## src/hdl/lsq_pkg.sv

```systemverilog
// ~~~~~~~~~~~~~~~~~~~~~~~~~~~~~~~~~~~~~~~~~~~~~~~~~~~~~~~~~~~~~~~~~~~~~~~~~
// Shared sizes, opcodes and payload structs for the load/store path.
// Every stage imports this package. snoop_entry is the single place where
// an entry picks up missing operands from the two CDB ports.
// ~~~~~~~~~~~~~~~~~~~~~~~~~~~~~~~~~~~~~~~~~~~~~~~~~~~~~~~~~~~~~~~~~~~~~~~~~
package lsq_pkg;

    localparam int rob_tag_w  = 5;   // tag 0 means the value is already present
    localparam int xlen       = 32;
    localparam int reg_idx_w  = 5;
    localparam int lsb_depth  = 16;
    localparam int lsb_idx_w  = $clog2(lsb_depth);
    localparam int mem_words  = 256;
    localparam int mem_addr_w = $clog2(mem_words);

    typedef enum logic {
        op_lw,
        op_sw
    } mem_op_t;

    typedef struct packed {
        logic                 valid;
        logic [rob_tag_w-1:0] tag;
        logic [xlen-1:0]      value;
    } cdb_t;

    typedef struct packed {
        mem_op_t              op;
        logic [rob_tag_w-1:0] rob_tag;
        logic [reg_idx_w-1:0] rd;
        logic [rob_tag_w-1:0] base_tag;
        logic [xlen-1:0]      base_val;
        logic [rob_tag_w-1:0] data_tag;
        logic [xlen-1:0]      data_val;  // store data, unused by loads
        logic [xlen-1:0]      imm;
    } mem_dispatch_t;

    typedef struct packed {
        mem_dispatch_t   inst;
        logic            ea_valid;
        logic [xlen-1:0] ea;
    } lsb_entry_t;

    typedef struct packed {
        mem_op_t              op;
        logic [rob_tag_w-1:0] rob_tag;
        logic [reg_idx_w-1:0] rd;
        logic [xlen-1:0]      ea;
        logic [xlen-1:0]      data;
    } mem_issue_t;

    function automatic logic tag_hit(logic [rob_tag_w-1:0] tag, cdb_t cdb);
        return cdb.valid && (tag != '0) && (cdb.tag == tag);
    endfunction

    // the external port wins if both ports carry the same tag
    function automatic lsb_entry_t snoop_entry(lsb_entry_t e, cdb_t a, cdb_t b);
        lsb_entry_t r;
        r = e;
        if (tag_hit(e.inst.base_tag, a) || tag_hit(e.inst.base_tag, b)) begin
            r.inst.base_val = tag_hit(e.inst.base_tag, a) ? a.value : b.value;
            r.inst.base_tag = '0;
            r.ea            = r.inst.base_val + r.inst.imm;
            r.ea_valid      = 1'b1;
        end
        if (tag_hit(e.inst.data_tag, a) || tag_hit(e.inst.data_tag, b)) begin
            r.inst.data_val = tag_hit(e.inst.data_tag, a) ? a.value : b.value;
            r.inst.data_tag = '0;
        end
        return r;
    endfunction

endpackage

```

## src/hdl/address_unit.sv

```systemverilog
// ~~~~~~~~~~~~~~~~~~~~~~~~~~~~~~~~~~~~~~~~~~~~~~~~~~~~~~~~~~~~~~~~~~~~~~~~~
// Address stage in front of the load/store buffer. Holds one dispatched
// memory instruction, forms base plus immediate once the base is known and
// keeps snooping the CDB until the buffer takes the entry.
// ~~~~~~~~~~~~~~~~~~~~~~~~~~~~~~~~~~~~~~~~~~~~~~~~~~~~~~~~~~~~~~~~~~~~~~~~~
`timescale 1ns/1ps

module address_unit import lsq_pkg::*; (
    input  logic          clk,
    input  logic          rst,
    input  logic          flush,
    input  logic          in_valid,
    output logic          in_ready,
    input  mem_dispatch_t in_inst,
    input  cdb_t          cdb_ext,
    input  cdb_t          cdb_mem,
    output logic          out_valid,
    input  logic          out_ready,
    output lsb_entry_t    out_entry
);

    logic       valid_q;
    lsb_entry_t held_q;
    lsb_entry_t fresh;

    always_comb begin
        fresh.inst     = in_inst;
        fresh.ea_valid = (in_inst.base_tag == '0);
        fresh.ea       = in_inst.base_val + in_inst.imm;
    end

    assign in_ready  = !valid_q || out_ready;  // acts as a one-deep pipeline register
    assign out_valid = valid_q;
    assign out_entry = held_q;

    always_ff @(posedge clk) begin
        if (rst) begin
            valid_q <= 1'b0;
        end else if (flush) begin
            valid_q <= 1'b0;
        end else if (in_valid && in_ready) begin
            valid_q <= 1'b1;
        end else if (out_ready) begin
            valid_q <= 1'b0;
        end
    end

    // a broadcast in the dispatch cycle is caught on the way in
    always_ff @(posedge clk) begin
        if (in_valid && in_ready) begin
            held_q <= snoop_entry(fresh, cdb_ext, cdb_mem);
        end else begin
            held_q <= snoop_entry(held_q, cdb_ext, cdb_mem);
        end
    end

    hold_until_taken: assert property (@(posedge clk) disable iff (rst || flush)
        out_valid && !out_ready |=> out_valid && $stable(out_entry.inst.rob_tag));

endmodule

```

## config.mk

```make
export PLATFORM = sky130hd
export DESIGN_NAME = address_unit
export DESIGN_NICKNAME = d
export VERILOG_FILES = /design/src/hdl/lsq_pkg.sv /design/src/hdl/address_unit.sv
export SDC_FILE = /design/constraint.sdc
export NUM_CORES = 1
export LEC_CHECK = 0
export BUFFER_PORTS_ARGS = -buffer_cell sky130_fd_sc_hd__buf_2
export CAP_MARGIN = 20
export CORE_UTILIZATION = 53
export DETAILED_ROUTE_END_ITERATION = 10
export PLACE_DENSITY = 0.85
export SLEW_MARGIN = 30
export SYNTH_ARGS = -nofsm -noshare
export SYNTH_HDL_FRONTEND = slang
export SYNTH_SLANG_ARGS = --single-unit
```

## constraint.sdc

```tcl
create_clock -name clk -period 11.7 [get_ports clk]
set_input_delay 2.34 -clock clk [delete_from_list [all_inputs] [get_ports clk]]
set_output_delay 2.34 -clock clk [all_outputs]
set_load 0.02 [all_outputs]
```

==> run_results.csv <==
group,metric,value,unit
timing,fin_crit_sh,58.5,%
worst_setup_path,crit_fanout,17,
placement,io_buffer_count,349,
synthesis,synth-simple-area-share,17.5,%
global_route,grt_pass1_wl,58500,µm
power_and_ir_drop,ir_drop,102,µV
synthesis,synth_compound_gate_area_share,16.7,%
synthesis,avgSynthCellArea,9.24,µm²
outcome,status,"complete, no violations",
placement,hpwlAfterDp,29300,µm
clocking,cts_buffers,17,
timing,finalHoldViolCount,0,
worst_setup_path,cp-start-kind,"input pin",
power_and_ir_drop,power,0.00180,W
synthesis,syn_area,11200,µm²
synthesis,synth_cells,1212,
clocking,cts_buffer_depth,2,
worst_setup_path,rr_worst_depth,14,
global_route,grt_pass1_vias,10500,
route,routed_wl,39200,µm
hold_path,holdPathEnd,"out_valid$_SDFFE_PP0P_",
cells_and_area,multi_input_area,6400,µm²
cells_and_area,register_area,4520,µm²
global_route,track_usage,35.6,%
cells_and_area,layout.cells.non_filler,1824,
worst_setup_path,arrival,7.01,ns
clocking,numClockSinks,151,
timing,fin_worst_skew,0.0110,ns
timing,whs,0.627,ns
timing,tns,0,ns
timing,period_needed,6.85,ns
die,die_h,147,µm
synthesis,synth_warnings,0,
die,std_cell_rows,52,
synthesis,yosysTopAreaCell,"edfxtp_1",
global_route,grt.overflow.total,0,
route,drtIter0Drc,1090,
clocking,cts_setup_buffers,0,
timing,relSlewSlack,33.2,%
route,drt_drc_violations_left,0,
cells_and_area,layout-drive-gt1-share,28.8,%
clocking,cts_hold_buf,0,
die,io_pins,350,
synthesis,synth_edf_count,150,
cells_and_area,layout_common_cells,"buf_2, nor2_1, edfxtp_1",
synthesis,synth-xor-area-share,7.34,%
timing,tightest_slew,0.998,ns
worst_setup_path,r2r_start,"out_entry[138]$_SDFFCE_PP0P_",
synthesis,synth_nets,1479,
synthesis,synth_top_family_by_area,"simple AND/OR/NAND/NOR gates",
timing,setup_viol,0,
synthesis,synthAdderAreaFrac,7.85,%
synthesis,synth.mux.area_fraction,7.31,%
hold_path,hold_path_startpoint,"out_valid$_SDFFE_PP0P_",
worst_setup_path,cp-end-kind,"flop",
synthesis,synth-main-ff-cell,"edfxtp_1",
worst_setup_path,worst_r2r_endpoint,"out_entry[29]$_DFFE_PP_",
route,viasPerCell,6.16,
timing,rsz0062_at_grt,"no",
hold_path,whs_path_depth,2,
die,start_util,54.6,%
placement,dp.cells,1787,
synthesis,synth.top_cell.area_share,40.2,%
route,first_pass_iters,6,
synthesis,ys_async_sr_fraction,0,%
worst_setup_path,r2r_slack,6.60,ns
clocking,path_clk_slew,0.07,ns
placement,gp_congestion,0.921,
global_route,grt_max_degree,77,
synthesis,yosysSeqAreaShare,40.4,%
cells_and_area,fillers,1646,
clocking,htree_levels,4,
synthesis,yosys-top-cells-area,"edfxtp_1, ha_1, nor2_1",
synthesis,synth_cell_type_count,68,
worst_setup_path,cp.required,11.86,ns
power_and_ir_drop,power.leakage,5.87,nW
placement,placed_cell_area,13200,µm²
timing,fmax,146,MHz
hold_path,hp-class,"flop to flop",
clocking,clock_latency,0.44,ns
power_and_ir_drop,power_density,131,nW/µm²
route,final_antenna_net_count,0,
clocking,ctsRootBufferMaster,"clkbuf_16",
worst_setup_path,crit_type,"input pin to flop",
die,die_area,21700,µm²
die,die_x,147,µm
cells_and_area,area_growth_syn_to_layout,23.2,%
cells_and_area,mostFrequentLayoutCell,"buf_2",
cells_and_area,final_net_count,1803,
global_route,antenna_found_initial,4,
die,core_area,20500,µm²
job,maxCapViolCount,0,
synthesis,ys_ff_latch,151,
route,routed-via-count,11200,
clocking,cts-resized-gates,0,
timing,final_max_slew_viol_count,0,
route,post_drt_wl_per_cell,21.5,µm
cells_and_area,final_area,13800,µm²
clocking,cts_tree,"built",
-- flip-flops by register name (all words and copies together), names as in the netlist --
name       flops
out_entry    150
out_valid      1
-- cell type report --
class,instances,area share (%)
Tap cell,270,2.45
Inverter,28,0.780
Timing Repair Buffer,361,13.3
Clock buffer,17,3.09
Clock inverter,15,1.05
Multi-Input combinational cell,977,46.4
Sequential cell,151,32.8
Antenna cell,5,0.0907
-- critical path, cell delays in order --
cell,delay [ns]
buf_2,0.14
xnor2_1,0.14
nand4_1,0.22
nor3_4,0.81
buf_4,0.46
mux2i_1,0.11
o21ai_0,0.22
ha_1,0.21
inv_1,0.06
fa_1,0.42
nor2b_1,0.17
o21bai_1,0.12
a21bo_2,0.24
o211ai_1,0.49
a41o_1,0.40
a211oi_1,0.14
xor2_1,0.20
mux2i_1,0.09
-- per-stage QoR --
step | util (%) | setup slack [ns]
final | 67.3 | 4.85
after global placement | 64.4 | 4.63
after detailed placement | 64.4 | 4.53
after global routing | 67.3 | 4.59
after CTS | 67.2 | 4.96
after floorplan | - | 1.14
-- worst max path at each step --
stage                 from                       to  slack (ns)  cells after the start
2_1_floorplan  cdb_mem[33]   out_entry[0]$_DFFE_PP_        1.14                      4
3_3_place_gp   cdb_mem[35]  out_entry[26]$_DFFE_PP_        4.63                     18
3_5_place_dp   cdb_mem[35]  out_entry[26]$_DFFE_PP_        4.53                     18
4_1_cts        cdb_mem[35]  out_entry[28]$_DFFE_PP_        4.96                     18
5_1_grt        cdb_mem[36]  out_entry[28]$_DFFE_PP_        4.59                     18
6_report       cdb_mem[34]  out_entry[28]$_DFFE_PP_        4.85                     18
-- cell families after synthesis --
| family | count (synthesis) |
|---|---|
| multiplexers | 78 |
| XOR/XNOR | 93 |
| buffers and inverters | 84 |
| AO/OA/AOI/OAI | 301 |
| adder cells (fa/ha/maj) | 69 |
| AND/OR/NAND/NOR | 436 |
| flip-flops | 151 |
-- synth_stat cells, types with 2 or more instances --
cell type,instances
a211o_1,3
a211oi_1,9
a21boi_0,3
a21o_1,34
a21oi_1,66
a221oi_1,2
a311oi_1,2
a31oi_1,11
a41o_1,2
and2_1,10
and3_1,7
and4_1,2
buf_1,3
buf_2,10
clkbuf_1,43
edfxtp_1,150
fa_1,2
ha_1,67
inv_1,27
mux2_2,30
mux2i_1,48
nand2_1,135
nand2b_1,7
nand3_1,15
nand4_1,18
nor2_1,173
nor2b_1,8
nor3_1,31
nor3b_1,3
nor4_1,2
nor4b_1,2
o211ai_1,7
o21a_1,7
o21ai_0,63
o21ai_1,10
o21bai_1,6
o22ai_1,56
o31ai_1,5
o41ai_1,3
or2_2,3
or3_1,6
or4_1,5
xnor2_1,65
xor2_1,27
-- where the power goes --
part / switching (W) / leakage [nW] / internal (W)
clock network: 0.000254 / 0.267 / 0.000298
registers: 0.0000249 / 1.47 / 0.000667
logic: 0.000352 / 4.13 / 0.000206
total: 0.000630 / 5.87 / 0.00117
-- per-layer routing --
| metal | GRT usage [%] | up-vias | part of all wire (%) |
|---|---|---|---|
| met3 | 7.42 | 152 | 10 |
| met4 | 19.5 | 0 | 5.1 |
| met1 | 46.2 | 5197 | 39 |
| met2 | 55.8 | 786 | 46 |
| met5 | 0 | - | 0 |
| li1 | - | 5107 | - |
Power figures use the tool's default switching activity.
