File: src/hdl/lsq_pkg.sv
// ~~~~~~~~~~~~~~~~~~~~~~~~~~~~~~~~~~~~~~~~~~~~~~~~~~~~~~~~~~~~~~~~~~~~~~~~~
// Shared sizes, opcodes and payload structs for the load/store path.
// Every stage imports this package. snoop_entry is the single place where
// an entry picks up missing operands from the two CDB ports.
// ~~~~~~~~~~~~~~~~~~~~~~~~~~~~~~~~~~~~~~~~~~~~~~~~~~~~~~~~~~~~~~~~~~~~~~~~~
package lsq_pkg;

    localparam int rob_tag_w  = 5;   // tag 0 means the value is already present
    localparam int xlen       = 32;
    localparam int reg_idx_w  = 5;
    localparam int lsb_depth  = 16;
    localparam int lsb_idx_w  = $clog2(lsb_depth);
    localparam int mem_words  = 256;
    localparam int mem_addr_w = $clog2(mem_words);

    typedef enum logic {
        op_lw,
        op_sw
    } mem_op_t;

    typedef struct packed {
        logic                 valid;
        logic [rob_tag_w-1:0] tag;
        logic [xlen-1:0]      value;
    } cdb_t;

    typedef struct packed {
        mem_op_t              op;
        logic [rob_tag_w-1:0] rob_tag;
        logic [reg_idx_w-1:0] rd;
        logic [rob_tag_w-1:0] base_tag;
        logic [xlen-1:0]      base_val;
        logic [rob_tag_w-1:0] data_tag;
        logic [xlen-1:0]      data_val;  // store data, unused by loads
        logic [xlen-1:0]      imm;
    } mem_dispatch_t;

    typedef struct packed {
        mem_dispatch_t   inst;
        logic            ea_valid;
        logic [xlen-1:0] ea;
    } lsb_entry_t;

    typedef struct packed {
        mem_op_t              op;
        logic [rob_tag_w-1:0] rob_tag;
        logic [reg_idx_w-1:0] rd;
        logic [xlen-1:0]      ea;
        logic [xlen-1:0]      data;
    } mem_issue_t;

    function automatic logic tag_hit(logic [rob_tag_w-1:0] tag, cdb_t cdb);
        return cdb.valid && (tag != '0) && (cdb.tag == tag);
    endfunction

    // the external port wins if both ports carry the same tag
    function automatic lsb_entry_t snoop_entry(lsb_entry_t e, cdb_t a, cdb_t b);
        lsb_entry_t r;
        r = e;
        if (tag_hit(e.inst.base_tag, a) || tag_hit(e.inst.base_tag, b)) begin
            r.inst.base_val = tag_hit(e.inst.base_tag, a) ? a.value : b.value;
            r.inst.base_tag = '0;
            r.ea            = r.inst.base_val + r.inst.imm;
            r.ea_valid      = 1'b1;
        end
        if (tag_hit(e.inst.data_tag, a) || tag_hit(e.inst.data_tag, b)) begin
            r.inst.data_val = tag_hit(e.inst.data_tag, a) ? a.value : b.value;
            r.inst.data_tag = '0;
        end
        return r;
    endfunction

endpackage

File: src/hdl/ld_st_buffer.sv
// ~~~~~~~~~~~~~~~~~~~~~~~~~~~~~~~~~~~~~~~~~~~~~~~~~~~~~~~~~~~~~~~~~~~~~~~~~
// In-order load/store buffer, 16 entries in a circular array.
// Entries wait here until both operands are known, picking them up from
// either CDB port, and leave strictly from the head towards the memory
// unit. A flush from the reorder buffer empties it in one cycle.
// ~~~~~~~~~~~~~~~~~~~~~~~~~~~~~~~~~~~~~~~~~~~~~~~~~~~~~~~~~~~~~~~~~~~~~~~~~
`timescale 1ns/1ps

module ld_st_buffer import lsq_pkg::*; (
    input  logic       clk,
    input  logic       rst,
    input  logic       flush,
    input  logic       in_valid,
    output logic       in_ready,
    input  lsb_entry_t in_entry,
    input  cdb_t       cdb_ext,
    input  cdb_t       cdb_mem,
    output logic       issue_valid,
    input  logic       issue_ready,
    output mem_issue_t issue
);

    lsb_entry_t           slots [lsb_depth];
    logic [lsb_depth-1:0] busy;
    logic [lsb_idx_w-1:0] start_idx;
    logic [lsb_idx_w-1:0] end_idx;

    logic       issue_valid_q;
    mem_issue_t issue_q;

    logic       wr_en;
    logic       head_ready;
    logic       issue_fire;
    lsb_entry_t head;

    // the tail slot is still busy only when the buffer has wrapped round
    assign in_ready = !busy[end_idx];
    assign wr_en    = in_valid && in_ready;

    assign head       = slots[start_idx];
    assign head_ready = busy[start_idx]
                        && (head.inst.base_tag == '0)
                        && (head.inst.data_tag == '0);
    // a held issue that has not transferred blocks the next one
    assign issue_fire = head_ready && (!issue_valid_q || issue_ready);

    assign issue_valid = issue_valid_q;
    assign issue       = issue_q;

    always_ff @(posedge clk) begin
        if (rst) begin
            busy          <= '0;
            start_idx     <= '0;
            end_idx       <= '0;
            issue_valid_q <= 1'b0;
        end else if (flush) begin
            busy          <= '0;
            start_idx     <= '0;
            end_idx       <= '0;
            issue_valid_q <= 1'b0;  // also drops an issue still waiting for ready
        end else begin
            if (issue_valid_q && issue_ready) begin
                issue_valid_q <= 1'b0;
            end
            if (issue_fire) begin
                issue_valid_q    <= 1'b1;
                busy[start_idx]  <= 1'b0;
                start_idx        <= start_idx + 1'b1;
            end
            if (wr_en) begin
                busy[end_idx] <= 1'b1;
                end_idx       <= end_idx + 1'b1;
            end
        end
    end

    // wakeup over every slot, an incoming entry is snooped as it is written
    always_ff @(posedge clk) begin
        for (int i = 0; i < lsb_depth; i++) begin
            if (wr_en && (end_idx == lsb_idx_w'(i))) begin
                slots[i] <= snoop_entry(in_entry, cdb_ext, cdb_mem);
            end else begin
                slots[i] <= snoop_entry(slots[i], cdb_ext, cdb_mem);
            end
        end
    end

    always_ff @(posedge clk) begin
        if (issue_fire) begin
            issue_q.op      <= head.inst.op;
            issue_q.rob_tag <= head.inst.rob_tag;
            issue_q.rd      <= head.inst.rd;
            issue_q.ea      <= head.ea;
            issue_q.data    <= head.inst.data_val;
        end
    end

    // the tail only lands on a busy slot when head and tail meet
    tail_slot_free: assert property (@(posedge clk) disable iff (rst)
        (end_idx != start_idx) |-> !busy[end_idx]);

    // an entry leaves only once its address was formed upstream or by a capture
    issue_operands_known: assert property (@(posedge clk) disable iff (rst || flush)
        issue_fire |-> head.ea_valid);

endmodule

File: config.mk
export PLATFORM = sky130hd
export DESIGN_NAME = ld_st_buffer
export DESIGN_NICKNAME = d
export VERILOG_FILES = /design/src/hdl/lsq_pkg.sv /design/src/hdl/ld_st_buffer.sv
export SDC_FILE = /design/constraint.sdc
export NUM_CORES = 2
export LEC_CHECK = 0
export ABC_CLOCK_PERIOD_IN_PS = 9040
export BUFFER_PORTS_ARGS = -buffer_cell sky130_fd_sc_hd__clkbuf_2
export CORE_ASPECT_RATIO = 1.4
export CORE_UTILIZATION = 40
export DETAILED_ROUTE_END_ITERATION = 8
export SKIP_CTS_REPAIR_TIMING = 1
export SLEW_MARGIN = 20
export SYNTH_ARGS = -nofsm -noshare
export SYNTH_HDL_FRONTEND = slang
export SYNTH_SLANG_ARGS = --single-unit
File: constraint.sdc
create_clock -name clk -period 9.04 [get_ports clk]
set_clock_uncertainty 0.2 [all_clocks]
set_input_delay 1.808 -clock clk [delete_from_list [all_inputs] [get_ports clk]]
set_output_delay 1.808 -clock clk [all_outputs]
set_load 0.03 [all_outputs]
==> summary.txt <==
Logic synthesis
  • Sequential share of the synthesized area: between 40% and 50%
  • Syn nets: 11500
  • Post-synth ARST share: 0%
  • Number of flops mapped to enable cells by yosys: between 1500 and 2000
  • Synth Instances: 10700
  • Mean Syn Cell Area: ~11 sq um
  • Yosys cell types: 93
  • Synth warn: 0
  • Main synth FF type: edfxtp_1
  • Post-Syn Area: ~120000 sq um
  • Synthesis-stage register bit count: approximately 2000

Clock network
  • Worst skew pair latency: 0.92 ns
  • TritonCTS Sinks: 1976
  • Max clock buf depth: 4
  • CTS tree: yes
  • H-Tree Depth: 4
  • Root Driver: clkbuf_16
  • Total CTS buffers: 218
  • CTS clk-pin slew, worst paths: about 0.060 ns

Worst setup path
  • Worst setup SP type: primary input
  • CP Data Required Time: 9.63 ns
  • CP dominant cell by count: buf_4
  • Reg2reg path depth: 15
  • CP endpoint kind: flop
  • Slowest CP cell: o21ai_0
  • Critical path fanouts, max: 29
  • Critical path, cell by cell: clkbuf_2, xnor2_1, nand4_1, nor4_4, buf_4, buf_4, mux2_2, ha_1, o211ai_1, o21a_1, a21oi_1, o21a_1, a31oi_1, buf_4, o21ai_0, a221oi_1, xnor2_1, buf_4, nor3b_1, a211o_1
  • Slowest cell delay on critical path: 0.70 ns
  • Critical path type: primary input to flop
  • Critical Path AT: 7.74 ns

Final layout
  • Fillers: around 28000
  • Nets: 11500
  • Post-Layout Cell Count: 14900
  • Fin area: between 100000 and 150000 sq um
  • Most frequent cells in the layout: edfxtp_1 (1947), nand2_1 (991), o21ai_0 (961)
  • Layout cells sized above 1: 18.3%
  • Core Util, Final: 44.6%
  • Synth-to-Final Area Change: 10.7%
  • Most common cell after layout, fill and taps aside: edfxtp_1

Run
  • Max cap viols: 0

GRT
  • Pin count of the biggest net entering global routing: 84
  • Total gr overflow: 0
  • Initial antenna violation count: 43
  • GR Util All Layers: approximately 27%
  • Vias in the first global route: 93800
  • First-pass GRT wire length: roughly 620 mm

Status
  • Status: completed

Floorplanning
  • Starting density of the core: between 40% and 50%
  • Die W: about 470 um
  • Die area: 310000 sq um
  • Rows: 240
  • Top Ports: 308
  • Die height: 658 um
  • CORE AREA: a little over 300000 sq um

Placement
  • PortBufs: 274
  • Routability cong.: 0.960
  • DP HPWL: 300 mm
  • Placed inst area: ~130000 sq um
  • Dpl cells: 14500

Drt
  • DR vias/cell: 6.17
  • DR iter-0 viols: around 8500
  • Post-route DRC: 0
  • Drt pass-1 iters: 9
  • Vias: between 90000 and 100k
  • Wire per inst: 29.4 um
  • Post-route antenna net violation count: 0
  • Total wire length: 437 mm

STA
  • # setup viols final: 0
  • Max-Slew Margin vs Limit: a little over a fifth
  • Fin crit share: 79.1%
  • RSZ-0062 raised after global routing: false
  • Max frequency: 140 MHz
  • Slew Limit Fails: 0
  • Endpoints failing hold: 0
  • Slew of the pin with the lowest slew margin: 1.17 ns
  • Min Tclk post-route: 7.15 ns
  • TNS Setup: 0 ns

Power
  • Max rail drop VDD: approximately 0.17 mV
  • Power per cell area: 164 nW/um^2
  • LEAKAGE: approximately 46 nW

Min path
  • Hold Path Cell Cnt: 2
  • Hold crit path type: flop to flop
flip-flops by register name, summed over array words and instances, names as in the netlist, named ones only:
name,count
slots,1872
issue,75
busy,16
end_idx,4
start_idx,4
issue_valid,1
final cells by class:
class | instances | area, sq um | share of cell area, %
Multi-Input combinational cell | 7784 | 60800 | 44.7
Sequential cell | 1976 | 59100 | 43.4
Clock buffer | 264 | 5700 | 4.18
Tap cell | 3993 | 5000 | 3.67
Timing Repair Buffer | 589 | 3800 | 2.79
Clock inverter | 124 | 1160 | 0.850
Inverter | 151 | 647 | 0.475
Antenna cell | 13 | 32.5 | 0.0239
worst max-delay path: cells and delay by family:
kind | cells | cell delay (ns)
fa+ha+maj | 1 | 0.35
simple gates | 3 | 0.65
compound gates | 8 | 2.40
xor+xnor | 2 | 0.54
mux | 1 | 0.40
buf+inv | 5 | 1.55
cells by family after synthesis:
group                    share of synthesized area (%)
XOR/XNOR                                          5.45
AND/OR/NAND/NOR                                   8.93
multiplexers                                      17.0
buffers and inverters                             2.98
adder cells (fa/ha/maj)                           5.72
flip-flops                                        48.0
AO/OA/AOI/OAI                                     12.0
final timing paths:
kind	slack [ns]	to	from
worst max-delay path	1.89	slots[1][31]	cdb_ext[36]
worst min-delay path	0.30	busy[6]	busy[6]
worst max register to register	2.89	slots[11][24]	slots[11][136]
worst min register to register	0.30	busy[6]	busy[6]
through the flow:
step	setup WS, ns	total power (W)	hold slack (ns)
2_1_floorplan	1.74	0.0124	0.261
3_3_place_gp	0.973	0.0134	0.274
3_5_place_dp	0.966	0.0135	0.284
4_1_cts	1.93	0.0224	0.296
5_1_grt	1.70	0.0229	0.318
6_report	1.89	0.0223	0.299
Yosys cell counts, types with 18 or more instances:
cell | count | area (sq um)
a211o_1 | 32 | 280
a211oi_1 | 59 | 443
a21boi_0 | 21 | 158
a21o_1 | 224 | 1680
a21oi_1 | 688 | 3440
a31oi_1 | 54 | 338
and2_1 | 18 | 113
and3_1 | 48 | 300
buf_1 | 72 | 270
buf_2 | 71 | 355
clkbuf_1 | 650 | 2440
dfxtp_1 | 29 | 581
edfxtp_1 | 1947 | 58500
ha_1 | 535 | 6690
inv_1 | 148 | 556
mux2_2 | 530 | 5970
mux2i_1 | 618 | 6190
mux4_2 | 386 | 8690
nand2_1 | 991 | 3720
nand2b_1 | 75 | 469
nand3_1 | 130 | 651
nand4_1 | 99 | 619
nor2_1 | 687 | 2580
nor2b_1 | 61 | 382
nor3_1 | 66 | 330
nor4_1 | 76 | 475
o211ai_1 | 35 | 263
o21a_1 | 86 | 646
o21ai_0 | 961 | 4810
o21ai_1 | 45 | 225
o21bai_1 | 57 | 428
o22ai_1 | 18 | 113
o31ai_1 | 33 | 248
or2_2 | 26 | 163
or3_1 | 65 | 407
or4_1 | 39 | 293
xnor2_1 | 453 | 3970
xor2_1 | 313 | 2740
routing by layer:
| layer | vias up | global-route usage (%) | share of wire [%] |
|---|---|---|---|
| li1 | 40400 | - | - |
| met2 | 4195 | 48.5 | 50 |
| met4 | 18 | 14.7 | 5.8 |
| met5 | - | 0 | 0.024 |
| met1 | 46200 | 31.8 | 37 |
| met3 | 1208 | 3.85 | 7.2 |
report_power, final:
part | switching, W | leakage [nW] | total (W) | internal, W
clock | 0.00396 | 3.33 | 0.00899 | 0.00503
combinational | 0.00188 | 25.0 | 0.00299 | 0.00110
sequential | 0.0000510 | 18.1 | 0.0103 | 0.0103
total | 0.00589 | 46.4 | 0.0223 | 0.0164
Note: power is estimated with default switching activity, not from simulation.
